<file path="src/logic/mpr121_pkg.sv">
`default_nettype none

package mpr121_pkg;

	//====================================================================
	// bus constants
	//====================================================================

	// 7-bit slave address, ADDR pin tied to 3Vo
	localparam logic [6:0] SLAVE_ADDR = 7'h5B;

	// clocks per quarter scl period
	// board value is 125 (50 MHz core, 100 kHz scl)
	localparam int SCL_QUARTER = 4;
	localparam int QTR_W = (SCL_QUARTER > 1) ? $clog2(SCL_QUARTER) : 1; // quarter counter width

	typedef logic [7:0] byte_t; // register address / data

	//====================================================================
	// engine command encodings
	//====================================================================

	// bit level ops, one scl period each
	typedef enum logic [1:0]
	{
		BIT_START = 2'd0, // also the repeated start
		BIT_STOP  = 2'd1,
		BIT_WRITE = 2'd2,
		BIT_READ  = 2'd3
	} bit_op_e;

	// byte level commands
	typedef enum logic [1:0]
	{
		CMD_START      = 2'd0,
		CMD_STOP       = 2'd1,
		CMD_WRITE_BYTE = 2'd2, // 8 bits out, ack in
		CMD_READ_BYTE  = 2'd3  // 8 bits in, ack out
	} byte_op_e;

endpackage

`default_nettype wire

</file>
<file path="src/logic/i2c_bit_engine.sv">
`default_nettype none

module i2c_bit_engine
	import mpr121_pkg::*;
(
	input  wire              i_CLK,
	input  wire              i_RSTN,
	input  wire bit_op_e     i_op,
	input  wire              i_tx_bit,
	input  wire              i_valid,
	input  wire              i_scl,      // resolved bus lines
	input  wire              i_sda,
	output logic             o_ready,
	output logic             o_rx_bit,   // sda sampled at mid-high
	output logic             o_done,
	output logic             o_scl_low,  // 1 pulls scl low
	output logic             o_sda_low
);

	logic             busy;
	bit_op_e          op_q;
	logic [1:0]       phase;     // quarter of the scl period
	logic [QTR_W-1:0] qcnt;
	logic             accept;
	logic             step;      // last cycle of a quarter
	bit_op_e          op_sel;
	logic [1:0]       phase_sel; // phase being entered
	logic             scl_low_nxt;
	logic             sda_low_nxt;

	assign o_ready   = !busy;
	assign accept    = i_valid && !busy;
	assign step      = busy && (qcnt == QTR_W'(SCL_QUARTER - 1));
	assign op_sel    = accept ? i_op : op_q;
	assign phase_sel = accept ? 2'd0 : phase + 2'd1;

	//====================================================================
	// line levels on entry to each quarter
	//====================================================================
	always_comb
	begin
		scl_low_nxt = o_scl_low; // hold by default
		sda_low_nxt = o_sda_low;
		case (phase_sel)
			2'd0:
			begin
				if (op_sel == BIT_START)
					sda_low_nxt = 1'b0; // release sda and leave scl as is
				else
				begin
					scl_low_nxt = 1'b1; // sda moves only while scl low
					if (op_sel == BIT_STOP)
						sda_low_nxt = 1'b1;
					else if (op_sel == BIT_WRITE)
						sda_low_nxt = !i_tx_bit; // phase 0 entered on accept only
					else
						sda_low_nxt = 1'b0; // read lets the slave drive
				end
			end
			2'd1: scl_low_nxt = 1'b0; // scl rises
			2'd2:
			begin
				if (op_sel == BIT_START)
					sda_low_nxt = 1'b1; // falling sda with scl high
				else if (op_sel == BIT_STOP)
					sda_low_nxt = 1'b0; // rising sda with scl high
			end
			default:
			begin
				if (op_sel != BIT_STOP)
					scl_low_nxt = 1'b1; // stop leaves the bus idle
			end
		endcase
	end

	always_ff @(posedge i_CLK or negedge i_RSTN)
	begin
		if (!i_RSTN)
		begin
			busy      <= 1'b0;
			op_q      <= BIT_STOP;
			phase     <= 2'd0;
			qcnt      <= '0;
			o_done    <= 1'b0;
			o_rx_bit  <= 1'b0;
			o_scl_low <= 1'b0; // both lines released
			o_sda_low <= 1'b0;
		end
		else
		begin
			o_done <= 1'b0;
			if (accept)
			begin
				busy      <= 1'b1;
				op_q      <= i_op;
				phase     <= 2'd0;
				qcnt      <= '0;
				o_scl_low <= scl_low_nxt;
				o_sda_low <= sda_low_nxt;
			end
			else if (step)
			begin
				qcnt <= '0;
				if (phase == 2'd3)
				begin
					busy   <= 1'b0;
					o_done <= 1'b1; // 4 quarters after accept
				end
				else
				begin
					phase     <= phase_sel;
					o_scl_low <= scl_low_nxt;
					o_sda_low <= sda_low_nxt;
				end
			end
			else if (busy)
				qcnt <= qcnt + QTR_W'(1);

			if (busy && phase == 2'd2 && qcnt == '0)
				o_rx_bit <= i_sda; // mid-high sample
		end
	end

	// sda may only move under a high scl for start/stop
	a_sda_stable: assert property (@(posedge i_CLK) disable iff (!i_RSTN)
		(!o_scl_low && !$past(o_scl_low) && $changed(o_sda_low))
		|-> (op_q == BIT_START || op_q == BIT_STOP));

	// released scl must read high
	a_scl_high: assert property (@(posedge i_CLK) disable iff (!i_RSTN)
		(busy && phase == 2'd2) |-> i_scl);

endmodule

`default_nettype wire

</file>
<file path="src/logic/i2c_byte_engine.sv">
`default_nettype none

module i2c_byte_engine
	import mpr121_pkg::*;
(
	input  wire              i_CLK,
	input  wire              i_RSTN,
	input  wire byte_op_e    i_op,
	input  wire byte_t       i_tx_byte,
	input  wire              i_ack_bit,    // master ack level for reads
	input  wire              i_valid,
	output logic             o_ready,
	output byte_t            o_rx_byte,
	output logic             o_ack_missed, // valid with o_done
	output logic             o_done,
	// bit engine side
	output bit_op_e          o_bit_op,
	output logic             o_bit_tx,
	output logic             o_bit_valid,
	input  wire              i_bit_ready,
	input  wire              i_bit_rx,
	input  wire              i_bit_done
);

	logic       busy;
	byte_op_e   op_q;
	byte_t      shreg;   // tx bits out the top, rx bits in the bottom
	logic       ack_q;
	logic [3:0] bit_cnt; // 0..7 data, 8 ack slot
	logic       ninth;
	logic       single;  // start/stop, one bit op

	assign o_ready   = !busy;
	assign o_rx_byte = shreg;
	assign ninth     = (bit_cnt == 4'd8);
	assign single    = (op_q == CMD_START) || (op_q == CMD_STOP);
	assign o_bit_tx  = ninth ? ack_q : shreg[7]; // msb first

	always_comb
	begin
		case (op_q)
			CMD_START:      o_bit_op = BIT_START;
			CMD_STOP:       o_bit_op = BIT_STOP;
			CMD_WRITE_BYTE: o_bit_op = ninth ? BIT_READ : BIT_WRITE; // slave acks
			default:        o_bit_op = ninth ? BIT_WRITE : BIT_READ; // we ack
		endcase
	end

	always_ff @(posedge i_CLK or negedge i_RSTN)
	begin
		if (!i_RSTN)
		begin
			busy         <= 1'b0;
			op_q         <= CMD_STOP;
			bit_cnt      <= 4'd0;
			o_bit_valid  <= 1'b0;
			o_done       <= 1'b0;
			o_ack_missed <= 1'b0;
		end
		else
		begin
			o_done <= 1'b0;
			if (o_ready && i_valid)
			begin
				busy         <= 1'b1;
				op_q         <= i_op;
				bit_cnt      <= 4'd0;
				o_bit_valid  <= 1'b1; // first bit op right away
				o_ack_missed <= 1'b0;
			end
			else if (busy)
			begin
				if (o_bit_valid && i_bit_ready)
					o_bit_valid <= 1'b0;
				if (i_bit_done)
				begin
					if (single || ninth)
					begin
						busy   <= 1'b0;
						o_done <= 1'b1;
						if (op_q == CMD_WRITE_BYTE)
							o_ack_missed <= i_bit_rx; // high = nack
					end
					else
					begin
						bit_cnt     <= bit_cnt + 4'd1;
						o_bit_valid <= 1'b1;
					end
				end
			end
		end
	end

	// payload, no reset
	always_ff @(posedge i_CLK)
	begin
		if (o_ready && i_valid)
		begin
			shreg <= i_tx_byte;
			ack_q <= i_ack_bit;
		end
		else if (busy && i_bit_done && !single && !ninth)
			shreg <= {shreg[6:0], i_bit_rx};
	end

	// sequencer keeps one command in flight
	a_one_cmd: assert property (@(posedge i_CLK) disable iff (!i_RSTN)
		busy |-> !i_valid);

endmodule

`default_nettype wire

</file>
<file path="src/logic/mpr121_reg_access.sv">
`default_nettype none

module mpr121_reg_access
	import mpr121_pkg::*;
(
	input  wire              i_CLK,
	input  wire              i_RSTN,
	input  wire byte_t       i_reg_addr,
	input  wire byte_t       i_wdata,
	input  wire              i_write_en,
	input  wire              i_read_en,
	input  wire              i_ready,
	input  wire byte_t       i_rx_byte,
	input  wire              i_ack_missed,
	input  wire              i_done,
	output byte_op_e         o_op,
	output byte_t            o_tx_byte,
	output logic             o_ack_bit,
	output logic             o_valid,
	output byte_t            o_rdata,
	output logic             o_busy,
	output logic             o_fail
);

	typedef enum logic [3:0]
	{
		S_IDLE, S_START, S_ADDR_W, S_REG, S_DATA,
		S_RSTART, S_ADDR_R, S_RDATA, S_STOP, S_FINISH
	} state_e;

	state_e state;
	state_e next_cmd; // step after the current command
	logic   issued;   // command of this state handed over
	logic   is_read;
	byte_t  reg_addr_q;
	byte_t  wdata_q;

	//====================================================================
	// command per state
	//====================================================================
	always_comb
	begin
		o_op      = CMD_WRITE_BYTE;
		o_tx_byte = reg_addr_q;
		o_ack_bit = 1'b1; // single byte read, always nack
		next_cmd  = S_FINISH;
		case (state)
			S_START:  next_cmd = S_ADDR_W;
			S_ADDR_W:
			begin
				o_tx_byte = {SLAVE_ADDR, 1'b0}; // write direction
				next_cmd  = S_REG;
			end
			S_REG:    next_cmd = is_read ? S_RSTART : S_DATA;
			S_DATA:
			begin
				o_tx_byte = wdata_q;
				next_cmd  = S_STOP;
			end
			S_RSTART: next_cmd = S_ADDR_R;
			S_ADDR_R:
			begin
				o_tx_byte = {SLAVE_ADDR, 1'b1}; // read direction
				next_cmd  = S_RDATA;
			end
			S_RDATA:  next_cmd = S_STOP;
			default:  next_cmd = S_FINISH;
		endcase
		if (state == S_START || state == S_RSTART)
			o_op = CMD_START;
		else if (state == S_RDATA)
			o_op = CMD_READ_BYTE;
		else if (state == S_STOP)
			o_op = CMD_STOP;
	end

	always_ff @(posedge i_CLK or negedge i_RSTN)
	begin
		if (!i_RSTN)
		begin
			state   <= S_IDLE;
			issued  <= 1'b0;
			is_read <= 1'b0;
			o_valid <= 1'b0;
			o_rdata <= '0;
			o_busy  <= 1'b0;
			o_fail  <= 1'b0;
		end
		else if (state == S_IDLE)
		begin
			if (i_write_en || i_read_en)
			begin
				is_read <= !i_write_en; // write wins a tie
				o_fail  <= 1'b0;
				o_busy  <= 1'b1;
				state   <= S_START;
			end
		end
		else if (state == S_FINISH)
		begin
			if (is_read ? !i_read_en : !i_write_en)
				state <= S_IDLE; // one op per enable
		end
		else
		begin
			if (!issued)
			begin
				o_valid <= 1'b1;
				issued  <= 1'b1;
			end
			else if (o_valid && i_ready)
				o_valid <= 1'b0;
			if (i_done)
			begin
				issued <= 1'b0;
				state  <= next_cmd;
				if (state == S_RDATA)
					o_rdata <= i_rx_byte;
				if (state == S_STOP)
					o_busy <= 1'b0; // stop condition finished
				if (i_ack_missed)
				begin
					o_fail <= 1'b1;
					state  <= S_STOP; // drop the rest, release bus
				end
			end
		end
	end

	always_ff @(posedge i_CLK)
	begin
		if (state == S_IDLE)
		begin
			reg_addr_q <= i_reg_addr;
			wdata_q    <= i_wdata;
		end
	end

	// byte engine never works behind the host's back
	a_busy_cover: assert property (@(posedge i_CLK) disable iff (!i_RSTN)
		!i_ready |-> o_busy);

endmodule

`default_nettype wire

</file>
<file path="src/logic/mpr121_top.sv">
`default_nettype none

module mpr121_top
	import mpr121_pkg::*;
(
	input  wire              i_CLK,
	input  wire              i_RSTN,
	input  wire byte_t       i_reg_addr,
	input  wire byte_t       i_wdata,
	input  wire              i_write_en,
	input  wire              i_read_en,
	input  wire              i_scl,     // bus lines after pull-ups
	input  wire              i_sda,
	output byte_t            o_rdata,
	output logic             o_busy,
	output logic             o_fail,
	output logic             o_scl_low, // open-drain pulls
	output logic             o_sda_low
);

	// sequencer <-> byte engine
	byte_op_e cmd_op;
	byte_t    cmd_tx;
	logic     cmd_ack_bit;
	logic     cmd_valid;
	logic     cmd_ready;
	byte_t    cmd_rx;
	logic     cmd_ack_missed;
	logic     cmd_done;

	// byte engine <-> bit engine
	bit_op_e  bit_op;
	logic     bit_tx;
	logic     bit_valid;
	logic     bit_ready;
	logic     bit_rx;
	logic     bit_done;

	mpr121_reg_access u_seq (
		.i_CLK        (i_CLK),
		.i_RSTN       (i_RSTN),
		.i_reg_addr   (i_reg_addr),
		.i_wdata      (i_wdata),
		.i_write_en   (i_write_en),
		.i_read_en    (i_read_en),
		.i_ready      (cmd_ready),
		.i_rx_byte    (cmd_rx),
		.i_ack_missed (cmd_ack_missed),
		.i_done       (cmd_done),
		.o_op         (cmd_op),
		.o_tx_byte    (cmd_tx),
		.o_ack_bit    (cmd_ack_bit),
		.o_valid      (cmd_valid),
		.o_rdata      (o_rdata),
		.o_busy       (o_busy),
		.o_fail       (o_fail)
	);

	i2c_byte_engine u_byte (
		.i_CLK        (i_CLK),
		.i_RSTN       (i_RSTN),
		.i_op         (cmd_op),
		.i_tx_byte    (cmd_tx),
		.i_ack_bit    (cmd_ack_bit),
		.i_valid      (cmd_valid),
		.o_ready      (cmd_ready),
		.o_rx_byte    (cmd_rx),
		.o_ack_missed (cmd_ack_missed),
		.o_done       (cmd_done),
		.o_bit_op     (bit_op),
		.o_bit_tx     (bit_tx),
		.o_bit_valid  (bit_valid),
		.i_bit_ready  (bit_ready),
		.i_bit_rx     (bit_rx),
		.i_bit_done   (bit_done)
	);

	i2c_bit_engine u_bit (
		.i_CLK     (i_CLK),
		.i_RSTN    (i_RSTN),
		.i_op      (bit_op),
		.i_tx_bit  (bit_tx),
		.i_valid   (bit_valid),
		.i_scl     (i_scl),
		.i_sda     (i_sda),
		.o_ready   (bit_ready),
		.o_rx_bit  (bit_rx),
		.o_done    (bit_done),
		.o_scl_low (o_scl_low),
		.o_sda_low (o_sda_low)
	);

endmodule

`default_nettype wire

</file>
<file path="config.mk">
export PLATFORM = sky130hd
export DESIGN_NAME = mpr121_top
export DESIGN_NICKNAME = d
export VERILOG_FILES = /design/src/logic/mpr121_pkg.sv /design/src/logic/i2c_bit_engine.sv /design/src/logic/i2c_byte_engine.sv /design/src/logic/mpr121_reg_access.sv /design/src/logic/mpr121_top.sv
export SDC_FILE = /design/constraint.sdc
export NUM_CORES = 1
export LEC_CHECK = 0
export BUFFER_PORTS_ARGS = -buffer_cell sky130_fd_sc_hd__buf_2
export CORE_MARGIN = 3
export CORE_UTILIZATION = 58
export DETAILED_ROUTE_END_ITERATION = 7
export GPL_TIMING_DRIVEN = 0
export PLACE_DENSITY = 0.87
export REMOVE_ABC_BUFFERS = 1
export SLEW_MARGIN = 20
export SYNTH_ARGS = -nofsm -noshare
export SYNTH_HDL_FRONTEND = slang
export SYNTH_HIERARCHICAL = 1
export SYNTH_SLANG_ARGS = --single-unit
export TNS_END_PERCENT = 5
</file>
<file path="constraint.sdc">
create_clock -name i_CLK -period 3 [get_ports i_CLK]
set_clock_uncertainty 0.1 [all_clocks]
set_input_delay 0.6 -clock i_CLK [delete_from_list [all_inputs] [get_ports i_CLK]]
set_output_delay 0.6 -clock i_CLK [all_outputs]
set_load 0.005 [all_outputs]
</file>
* Word level (Yosys, flattened, before mapping)
Cells that the tools add are included.
W data, S select, Z words.
** Storage, ports and cells
- Word-level logic and storage cells :: 186
- Bits in registers :: 62
- Input bits :: 22
- Output and inout bits :: 12
** Cells by class
- Bitwise operators :: 2
- Equal/unequal tests :: 26
- Add/sub/neg operators :: 3
- Reductions and logical operators :: 48
- Mux-type cells :: 83
** Operators by type and width (number)
- $mux W1 :: 55
- $mux W4 :: 10
- $pmux W4 S6 :: 1
- $pmux W8 S3 :: 1
- $mux W2 :: 11
- $reduce_bool A2 Y1 :: 10
- $eq A4 B3 Y1 const B :: 4
- $mux W8 :: 2
- $reduce_and A4 Y1 :: 4
- $eq A2 B2 Y1 const B :: 6
- $eq A4 B4 Y1 const B :: 3
- $ne A2 B1 Y1 const B :: 5
- $reduce_and A3 Y1 :: 3
- $eq A4 B2 Y1 const B :: 2
- $logic_and A1 B1 Y1 :: 8
- $logic_not A2 Y1 :: 4
- $reduce_and A2 Y1 :: 4
- $logic_not A1 Y1 :: 7
- $eq A2 B1 Y1 const B :: 3
- $pmux W2 S3 :: 1
- $reduce_bool A3 Y1 :: 2
- $add A2 B1 Y2 const B :: 2
- $add A4 B1 Y4 const B :: 1
- $eq A4 B1 Y1 const B :: 1
- other kinds (8) :: 12

* Depth between registers and ports, before layout
Gate-level depths: netlist (run 1).
- Word-level depth :: 12
- Gate-level depth with buffers :: 8
- Gate-level depth less buffers :: 8

* Modules after synthesis
Netlist (run 1), hierarchy kept.
** Modules (own cells, without submodules)
- mpr121_reg_access :: cells an instance 115, area each 1483.9 um2, instances 1
- i2c_byte_engine :: cells an instance 95, area each 975.9 um2, instances 1
- i2c_bit_engine :: cells an instance 59, area each 614.3 um2, instances 1

* Worst setup path after synthesis (run 1)
OpenSTA, ideal clock, no wires.
- Path type :: register -> register
- Start :: reg u_seq.state[2]
- End :: reg u_seq.state[1]
- Period minus slack after synthesis :: 2408 ps
- Setup slack :: 592 ps
- Cell stages (with the launch flop) :: 6
- Arrival time :: 2187 ps
- Setup time :: 121 ps
- Path through :: dfrtp_1 > buf_6 > nor4_2 > nand2_1 > o221a_2 > a22o_1
** On the way
- Cells in the longest elaborated chain, start to end :: 7
- Elaborated cells between the ends (all ways) :: 19
- Those cells by class :: eq/ne: 10; mux: 5; reduce/logical: 4
** Ends and longest elaborated chain
- from (decl) :: line mpr121_reg_access.sv:31 : state_e state;
- from (signal assigned) :: line mpr121_reg_access.sv:116 : state <= next_cmd;
- $eq A4 B3 Y1 :: line mpr121_reg_access.sv:47 : case (state)
- $reduce_or A2 Y1 (no source line)
- $pmux W4 S6 :: line mpr121_reg_access.sv:47
- $mux W4 :: line mpr121_reg_access.sv:121 : if (i_ack_missed)
- $mux W4 :: line mpr121_reg_access.sv:113 : if (i_done)
- $mux W4 :: line mpr121_reg_access.sv:99 : else if (state == S_FINISH)
- $mux W4 :: line mpr121_reg_access.sv:89 : else if (state == S_IDLE)
Parallel ways exist; a longest one is shown, timed or not. The select of a mux whose other input is x is not followed.
A chain may end at the register's enable or synchronous reset.

* Worst setup path after layout (run 1)
- Start :: reg u_seq.state[3]
- End :: reg u_seq.state[1]
The elaborated chain is that of the path after synthesis.

==> summary.txt, run 1 <==
status = completed
final worst slack = 915 ps
row cnt = 25
Vias = 2053
area delta synth->final = 11.6%
Overall Global Routing Usage = 18.9%
number of port buffers = 32
fin crit share = 69.5%
Worst Tran Pin Value = 845 ps
Clock Pin Slew Worst Setup and Hold Paths = 70 ps
fmax = 480 MHz
Pins Over Slew Limit = 0
CTS buffer count = 9
Routed WL = 5.26 mm
area of the multi-input gates = 1250 um^2
Worst EP required = 3120 ps
# nets final = 330
Clk Latency, worst-skew pair = 330 ps
Setup crit end kind = register
Fillers = 346
Root Buffer = clkbuf_8
largest net degree at the start of global routing = 39
Hold WC Path Type = input pin to async pin
Die Span Y = 78.8 um
DR WL/cell = 14.1 um
dpl ws = 906 ps
Power Density = 449 nW/um^2
synthesis-stage register bit count = 63
Post-CTS Hold Buffers = 0
clock sinks = 63
Seq/Total Area, Yosys = 55.4%
ys async rst share = 60.3%
number of flops mapped to enable cells by yosys = 25
final setup vio count = 0
clock buffer depth = 2
final antenna-violating net count = 0
setup bufs post-CTS = 0
P_leak = 0.00155 uW
initial DRC count = 162
Main synth FF type = dfrtp_1
fraction of layout cells with a size suffix above 1 = 25.4%
first-pass GRT wire length = 8.85 mm
crit path max fanout = 16
final setup TNS = 0 ps
core footprint = 4910 um^2
post-synth cell types = 63
DRT Pass-1 Iters = 4
Post-Syn Area per Cell = 11.4 um^2
register area = 1700 um^2
Final min period = 2080 ps
MaxCap Viol Count = 0
Hold Violations, Final = 0
H-tree Lvls = 3
CP arrival = 2210 ps
Slew HR = 43.7%
initial antenna violation count = 0
DRC viols = 0
vias per cell = 5.49
mapped cell area = 3070 um^2
total power draw = 1540 uW
routability congestion estimate = 0.802
CP Class = register to register
Congestion Overflow GR = 0
antenna cell count = 0
RSZ-0062 raised after global routing = no
Max IR drop VDD = 0.000318 V
Post-DP HPWL = 3.67 mm
CTS resizes = 0
Final Util = 69.9%
type of origin of the critical path = register
Synth Instances = 269
Syn. warnings = 6
DIE AREA = 6210 um^2
Initial Utilization = 62.6%
vias in the first global route = 1924
Die X = 78.8 um
CTS tree = yes
num ports = 34
-- critical path, stage by stage, from the launching register on --
cell	delay, ps
dfrtp_1	570
nor4_4	640
buf_6	240
nand2_1	60
o221a_2	150
a22o_1	210
-- kinds of logic (layout without fill, tap and decap cells) --
family / count (synthesis) / in the layout / synth area share [%]
fa+ha+maj: 6 / 6 / 2.44
xor+xnor: 4 / 4 / 1.14
simple gates: 104 / 104 / 17.9
flops: 63 / 63 / 55.4
compound gates: 50 / 50 / 12.1
other cells: 1 / 1 / 0.122
buf+inv: 25 / 63 / 4.07
mux: 16 / 16 / 6.76
-- flip-flops by register name (all words and copies together) (netlist names), 2 cells and up --
name	flops
u_byte/o_rx_byte	8
u_byte/bit_cnt	4
u_bit/phase	2
u_seq/reg_addr_q	8
u_seq/state	4
u_byte/op_q	2
u_seq/wdata_q	8
u_seq/o_rdata	8
u_bit/op_q	2
u_bit/qcnt	2
-- per-layer routing --
layer  routed length (um)  GRT usage, %
met5                    0             0
met4                   46          9.09
met3                  244          5.78
met2                 2520          28.7
met1                 2450          24.8
-- cell usage in the layout, fill, tap and decap left out, types with 3 or more instances in the layout --
cell	instances
clkbuf_8	9
mux2_4	9
a21oi_1	9
mux2i_1	5
nand2b_1	3
nand4_1	3
a22o_1	3
o21ai_1	3
o22a_1	5
nand2_1	52
nor2_1	15
buf_2	32
dfrtp_1	36
o21ai_0	6
nand3_1	6
o211ai_1	3
inv_1	13
ha_1	6
edfxtp_1	25
-- cells in the mapped netlist (2+ instances only) --
library cell | instances | share of area [%]
a21oi_1 | 9 | 1.5
buf_2 | 4 | 0.65
buf_6 | 2 | 0.73
and2_4 | 2 | 0.57
nor4_1 | 2 | 0.41
edfxtp_1 | 25 | 24
dfrtp_1 | 36 | 29
ha_1 | 6 | 2.4
o22a_1 | 5 | 1.4
a32o_1 | 2 | 0.65
a22o_1 | 3 | 0.85
xor2_1 | 2 | 0.57
a21oi_2 | 2 | 0.57
nand3_1 | 6 | 0.98
nand2b_1 | 3 | 0.61
mux2i_1 | 5 | 1.6
o311ai_1 | 2 | 0.57
mux2_4 | 9 | 4.4
o21ai_0 | 6 | 0.98
nor2_1 | 15 | 1.8
nor3_1 | 2 | 0.33
or3_1 | 2 | 0.41
nand4_1 | 3 | 0.61
xnor2_1 | 2 | 0.57
clkbuf_1 | 2 | 0.24
o21ai_1 | 3 | 0.49
o211ai_1 | 3 | 0.73
buf_4 | 3 | 0.73
dfstp_2 | 2 | 1.7
o21a_1 | 2 | 0.49
inv_1 | 13 | 1.6
nor2b_1 | 2 | 0.41
o31ai_1 | 2 | 0.49
nand2_1 | 52 | 6.3
nand2b_4 | 2 | 0.90
-- final cells by class --
cell class                      count  share of cell area, %
Tap cell                           67                   2.44
Inverter                           14                   1.53
Clock buffer                       10                   3.72
Timing Repair Buffer               33                   5.00
Clock inverter                      6                   1.09
Multi-Input combinational cell    181                   36.5
Sequential cell                    63                   49.7
-- final timing paths --
kind,startpoint,end,slack (ps),depth (start not counted)
min in group i_CLK,i_wdata[6],u_seq/wdata_q[6],340,1
worst max-delay path,u_seq/state[3],u_seq/state[1],920,5
worst min-delay path,i_RSTN,u_seq/is_read,270,1
worst max register to register,u_seq/state[3],u_seq/state[1],920,5
worst min register to register,u_seq/issued,u_seq/o_valid,350,1
max in group asynchronous,i_RSTN,u_seq/state[2],2000,1
-- power breakdown --
group	total, uW	internal [uW]	switching [uW]
Sequential	896	895	0.351
Clock	618	295	324
Combinational	25.2	10.3	14.9
Total	1540	1200	339
-- stage by stage --
| stage | instances | instance area [um^2] | hold slack, ps |
|---|---|---|---|
| 2_1_floorplan | 258 | 3000 | 204 |
| 3_3_place_gp | 357 | 3250 | 324 |
| 3_5_place_dp | 358 | 3270 | 343 |
| 4_1_cts | 374 | 3430 | 292 |
| 5_1_grt | 374 | 3430 | 310 |
| 6_report | 374 | 3430 | 273 |
Power figures use the tool's default switching activity.
==> run 2: changes to the inputs <==
--- a/config.mk
+++ b/config.mk
@@ -7,10 +7,10 @@
 export LEC_CHECK = 0
 export BUFFER_PORTS_ARGS = -buffer_cell sky130_fd_sc_hd__buf_2
 export CORE_MARGIN = 3
-export CORE_UTILIZATION = 58
+export CORE_UTILIZATION = 52
 export DETAILED_ROUTE_END_ITERATION = 7
 export GPL_TIMING_DRIVEN = 0
-export PLACE_DENSITY = 0.87
+export PLACE_DENSITY = 0.83
 export REMOVE_ABC_BUFFERS = 1
 export SLEW_MARGIN = 20
 export SYNTH_ARGS = -nofsm -noshare
==> constraint.sdc (replaced) <==
create_clock -name i_CLK -period 1.7 [get_ports i_CLK]
set_clock_uncertainty 0.1 [all_clocks]
set_input_delay 0.34 -clock i_CLK [delete_from_list [all_inputs] [get_ports i_CLK]]
set_output_delay 0.34 -clock i_CLK [all_outputs]
set_load 0.005 [all_outputs]
==> summary.txt, run 2 (same netlist as run 1, synthesis figures left out) <==
Fillers = 437
RSZ-0062 raised after global routing = yes
final setup TNS = -63.5 ps
# nets final = 339
Slew HR = 42.4%
Root Buffer = clkbuf_8
H-tree Lvls = 3
initial DRC count = 115
final antenna-violating net count = 0
Worst EP required = 1810 ps
routability congestion estimate = 0.787
number of port buffers = 32
Vias = 2153
Clock Pin Slew Worst Setup and Hold Paths = 70 ps
Initial Utilization = 54.8%
largest net degree at the start of global routing = 39
final worst slack = -49.9 ps
most frequent cells in the layout = 49 x nand2_1, 32 x buf_2, 29 x dfrtp_1
CTS buffer count = 9
final setup vio count = 2
DRC viols = 0
fin crit share = 103%
vias per cell = 5.55
Post-CTS Hold Buffers = 0
Setup crit end kind = register
Worst Tran Pin Value = 863 ps
violated checks = setup timing
status = finished, violations left
clock buffer depth = 2
most common cell after layout, fill and taps aside = nand2_1
Routed WL = 6.02 mm
area of the multi-input gates = 1340 um^2
num ports = 34
Overall Global Routing Usage = 18.4%
Max IR drop VDD = 0.000717 V
first-pass GRT wire length = 10.1 mm
CTS tree = yes
total power draw = 2710 uW
core footprint = 5610 um^2
Hold WC Path Type = input pin to async pin
CP arrival = 1860 ps
Congestion Overflow GR = 0
CP Class = register to register
Hold Violations, Final = 0
vias in the first global route = 2139
Die Span Y = 82.9 um
Final min period = 1750 ps
Clk Latency, worst-skew pair = 330 ps
clock sinks = 63
initial antenna violation count = 0
Die X = 82.9 um
fraction of layout cells with a size suffix above 1 = 35.4%
crit path max fanout = 3
antenna cell count = 0
P_leak = 0.00160 uW
Power Density = 753 nW/um^2
Post-DP HPWL = 3.93 mm
DR WL/cell = 15.5 um
fmax = 571 MHz
MaxCap Viol Count = 0
Pins Over Slew Limit = 0
register area = 1710 um^2
DIE AREA = 6870 um^2
row cnt = 27
area delta synth->final = 17.2%
DRT Pass-1 Iters = 4
type of origin of the critical path = register
run 2: changes by cell type in the layout (fill, tap and decap cells not counted), sizes merged:
cell and change:
clkinvlp +1, clkinv -1, buf +9
run 2: report_power, final:
part / switching [uW] / total (uW) / internal [uW]
Sequential: 0.866 / 1580 / 1580
Clock: 568 / 1090 / 520
Combinational: 28.3 / 46.5 / 18.2
Total: 597 / 2710 / 2120
run 2: cell type report:
type                       count  share of cell area (%)
clock buffer                  10                    3.54
clock inverter                 6                    1.04
inverter                      14                    1.46
multi-input combinational    181                    37.2
sequential                    63                    47.5
tap                           72                    2.50
timing repair buffer          42                    6.74
run 2: worst max-delay path: stages, from the launching register on:
cell and delay, ps:
dfrtp_1 400, inv_2 90, ha_4 130, and3b_2 210
nand2_2 70, xnor2_2 170, mux2i_2 220, xnor2_1 150
o211ai_1 90
run 2: final timing paths:
check / startpoint / end / slack (ps) / depth (start not counted)
setup / recovery: u_byte/bit_cnt[1] / u_bit/o_sda_low / -50 / 8
hold / removal: i_RSTN / u_bit/o_scl_low / 20 / 1
setup reg to reg: u_byte/bit_cnt[1] / u_bit/o_sda_low / -50 / 8
hold reg to reg: u_seq/issued / u_seq/o_valid / 350 / 1
max in group asynchronous: i_RSTN / u_bit/busy / 880 / 1
min in group i_CLK: i_wdata[5] / u_seq/wdata_q[5] / 80 / 1
run 2: through the flow:
| step | cells | cell area (um^2) | hold slack [ps] | util, % | setup slack (ps) |
|---|---|---|---|---|---|
| floorplan | 258 | 3000 | -55.6 | - | -768 |
| global placement | 362 | 3250 | 323 | 58.0 | -1240 |
| detailed placement | 363 | 3280 | 339 | 58.4 | -339 |
| CTS | 384 | 3550 | 33.8 | 63.3 | -50.6 |
| global route | 388 | 3600 | 55.7 | 64.3 | -125 |
| finish | 388 | 3600 | 18.7 | 64.3 | -49.9 |
run 2: routing by layer:
layer	track usage (%)	vias to the layer above	share of wire (%)
li1	-	1038	-
met1	22.6	1049	43
met2	30.8	58	52
met3	5.85	8	4.2
met4	6.09	0	1.2
met5	0	-	0
run 2: what timing repair did:
| item | in CTS | in global routing |
|---|---|---|
| endpoints found under the setup margin | 36 | 30 |
| gates resized for setup | 19 | 9 |
| setup buffers | 5 | 4 |
| pin swaps | 4 | 4 |
==> run 3: changes to the inputs <==
==> constraint.sdc (replaced) <==
create_clock -name i_CLK -period 1.7 [get_ports i_CLK]
set_clock_uncertainty 0.1 [all_clocks]
set_input_delay 0.255 -clock i_CLK [delete_from_list [all_inputs] [get_ports i_CLK]]
set_output_delay 0.255 -clock i_CLK [all_outputs]
set_load 0.005 [all_outputs]
==> summary.txt, run 3 (same netlist as run 1, synthesis figures left out) <==
status = finished, violations left
violated checks = setup timing
Vias = 2282
FF-to-FF setup slack = -60 ps
hold wc startpoint = i_write_en
Routed WL = 6.81 mm
area of the multi-input gates = 1340 um^2
hold slack = 20.0 ps
final setup TNS = -95.6 ps
Power Density = 732 nW/um^2
final setup vio count = 2
row cnt = 27
type of origin of the critical path = register
DRT Pass-1 Iters = 4
# nets final = 356
DIE AREA = 6870 um^2
Max IR drop VDD = 0.000711 V
Clock Pin Slew Worst Setup and Hold Paths = 70 ps
vias per cell = 5.63
Post-DP HPWL = 3.93 mm
core footprint = 5610 um^2
DR WL/cell = 16.8 um
MaxCap Viol Count = 0
WHS Path Cells = 2
Congestion Overflow GR = 0
CP Class = register to register
CP arrival = 1870 ps
antenna cell count = 0
Root Buffer = clkbuf_8
Initial Utilization = 54.8%
Pins Over Slew Limit = 0
placed cell count = 363
Clk Latency, worst-skew pair = 330 ps
crit path max fanout = 3
area delta synth->final = 22.6%
H-tree Lvls = 3
fmax = 568 MHz
Worst EP required = 1810 ps
routability congestion estimate = 0.787
Setup crit end kind = register
RR Startpoint = u_byte/bit_cnt[0]
Final min period = 1760 ps
CTS buffer count = 9
RSZ-0062 raised after global routing = yes
Die X = 82.9 um
fin cells = 405
initial antenna violation count = 0
P_leak = 0.00167 uW
total power draw = 2760 uW
clock sinks = 63
Fillers = 415
final worst slack = -61.4 ps
num ports = 34
R2R cell count = 8
Worst Tran Pin Value = 862 ps
worst r2r dst = u_bit/o_sda_low
vias in the first global route = 2334
Hold Violations, Final = 0
Overall Global Routing Usage = 20.3%
clock buffer depth = 2
final antenna-violating net count = 0
number of port buffers = 32
fin crit share = 104%
initial DRC count = 176
Die Span Y = 82.9 um
largest net degree at the start of global routing = 39
first-pass GRT wire length = 11.1 mm
CTS tree = yes
Hold Crit Endpoint = u_seq/is_read
Slew HR = 42.5%
DRC viols = 0
most common cell after layout, fill and taps aside = nand2_1
register area = 1710 um^2
most frequent cells in the layout = 49 x nand2_1, 32 x buf_2, 29 x dfrtp_1
fraction of layout cells with a size suffix above 1 = 33.3%
Hold WC Path Type = input pin to register
-- run 3: layer usage --
metal	part of all wire, %	vias to the layer above	GRT usage [%]
met5	0	-	0
met4	3.8	0	10.4
met3	5.0	23	5.06
met2	51	76	34.3
met1	40	1108	23.9
li1	-	1075	-
-- run 3: cell type report --
cell class              count  share of cell area, %
clock buffers              10                   3.39
clock inverters             6                  0.996
well taps                  72                   2.39
flip-flops and latches     63                   45.4
multi-input cells         181                   35.4
inverters                  14                   1.39
repair buffers             59                   11.0
-- run 3: repair_timing --
action | 4_1_cts | 5_1_grt
buffers inserted | 5 | 4
pin swaps | 4 | 3
setup endpoints to repair | 36 | 32
hold buffers | 17 | 0
gates resized for setup | 19 | 7
endpoints found under the hold margin | 52 | 0
-- run 3: worst max path at each step --
stage                 startpoint              end  cells past startpoint
6_report       u_byte/bit_cnt[0]  u_bit/o_sda_low                      8
2_1_floorplan     u_seq/state[3]   u_seq/state[1]                      4
5_1_grt        u_byte/bit_cnt[0]  u_bit/o_sda_low                      8
3_5_place_dp      u_seq/state[3]   u_seq/state[1]                      5
3_3_place_gp      u_seq/state[3]   u_seq/state[3]                      4
4_1_cts        u_byte/bit_cnt[0]  u_bit/o_sda_low                      8
-- run 3: through the flow --
| stage | util, % | setup WS (ps) | area, um^2 |
|---|---|---|---|
| after global placement | 58.0 | -1240 | 3250 |
| final | 67.2 | -61.4 | 3770 |
| after global routing | 67.2 | -134 | 3770 |
| after CTS | 66.3 | -50.6 | 3720 |
| after detailed placement | 58.4 | -339 | 3280 |
| after floorplan | - | -768 | 3000 |
-- run 3: where the power goes --
group / leakage (uW) / switching [uW] / internal, uW
clock network: 0.0000781 / 581 / 520
registers: 0.000671 / 0.823 / 1580
logic: 0.000925 / 34.0 / 43.6
-- run 3: critical path, cell delays in order (launching register included) --
cell and delay [ps]:
dfrtp_2 410, inv_2 70, ha_4 140, and3b_2 210
nand2_2 70, xnor2_2 170, mux2i_2 220, xnor2_1 150
o211ai_1 100
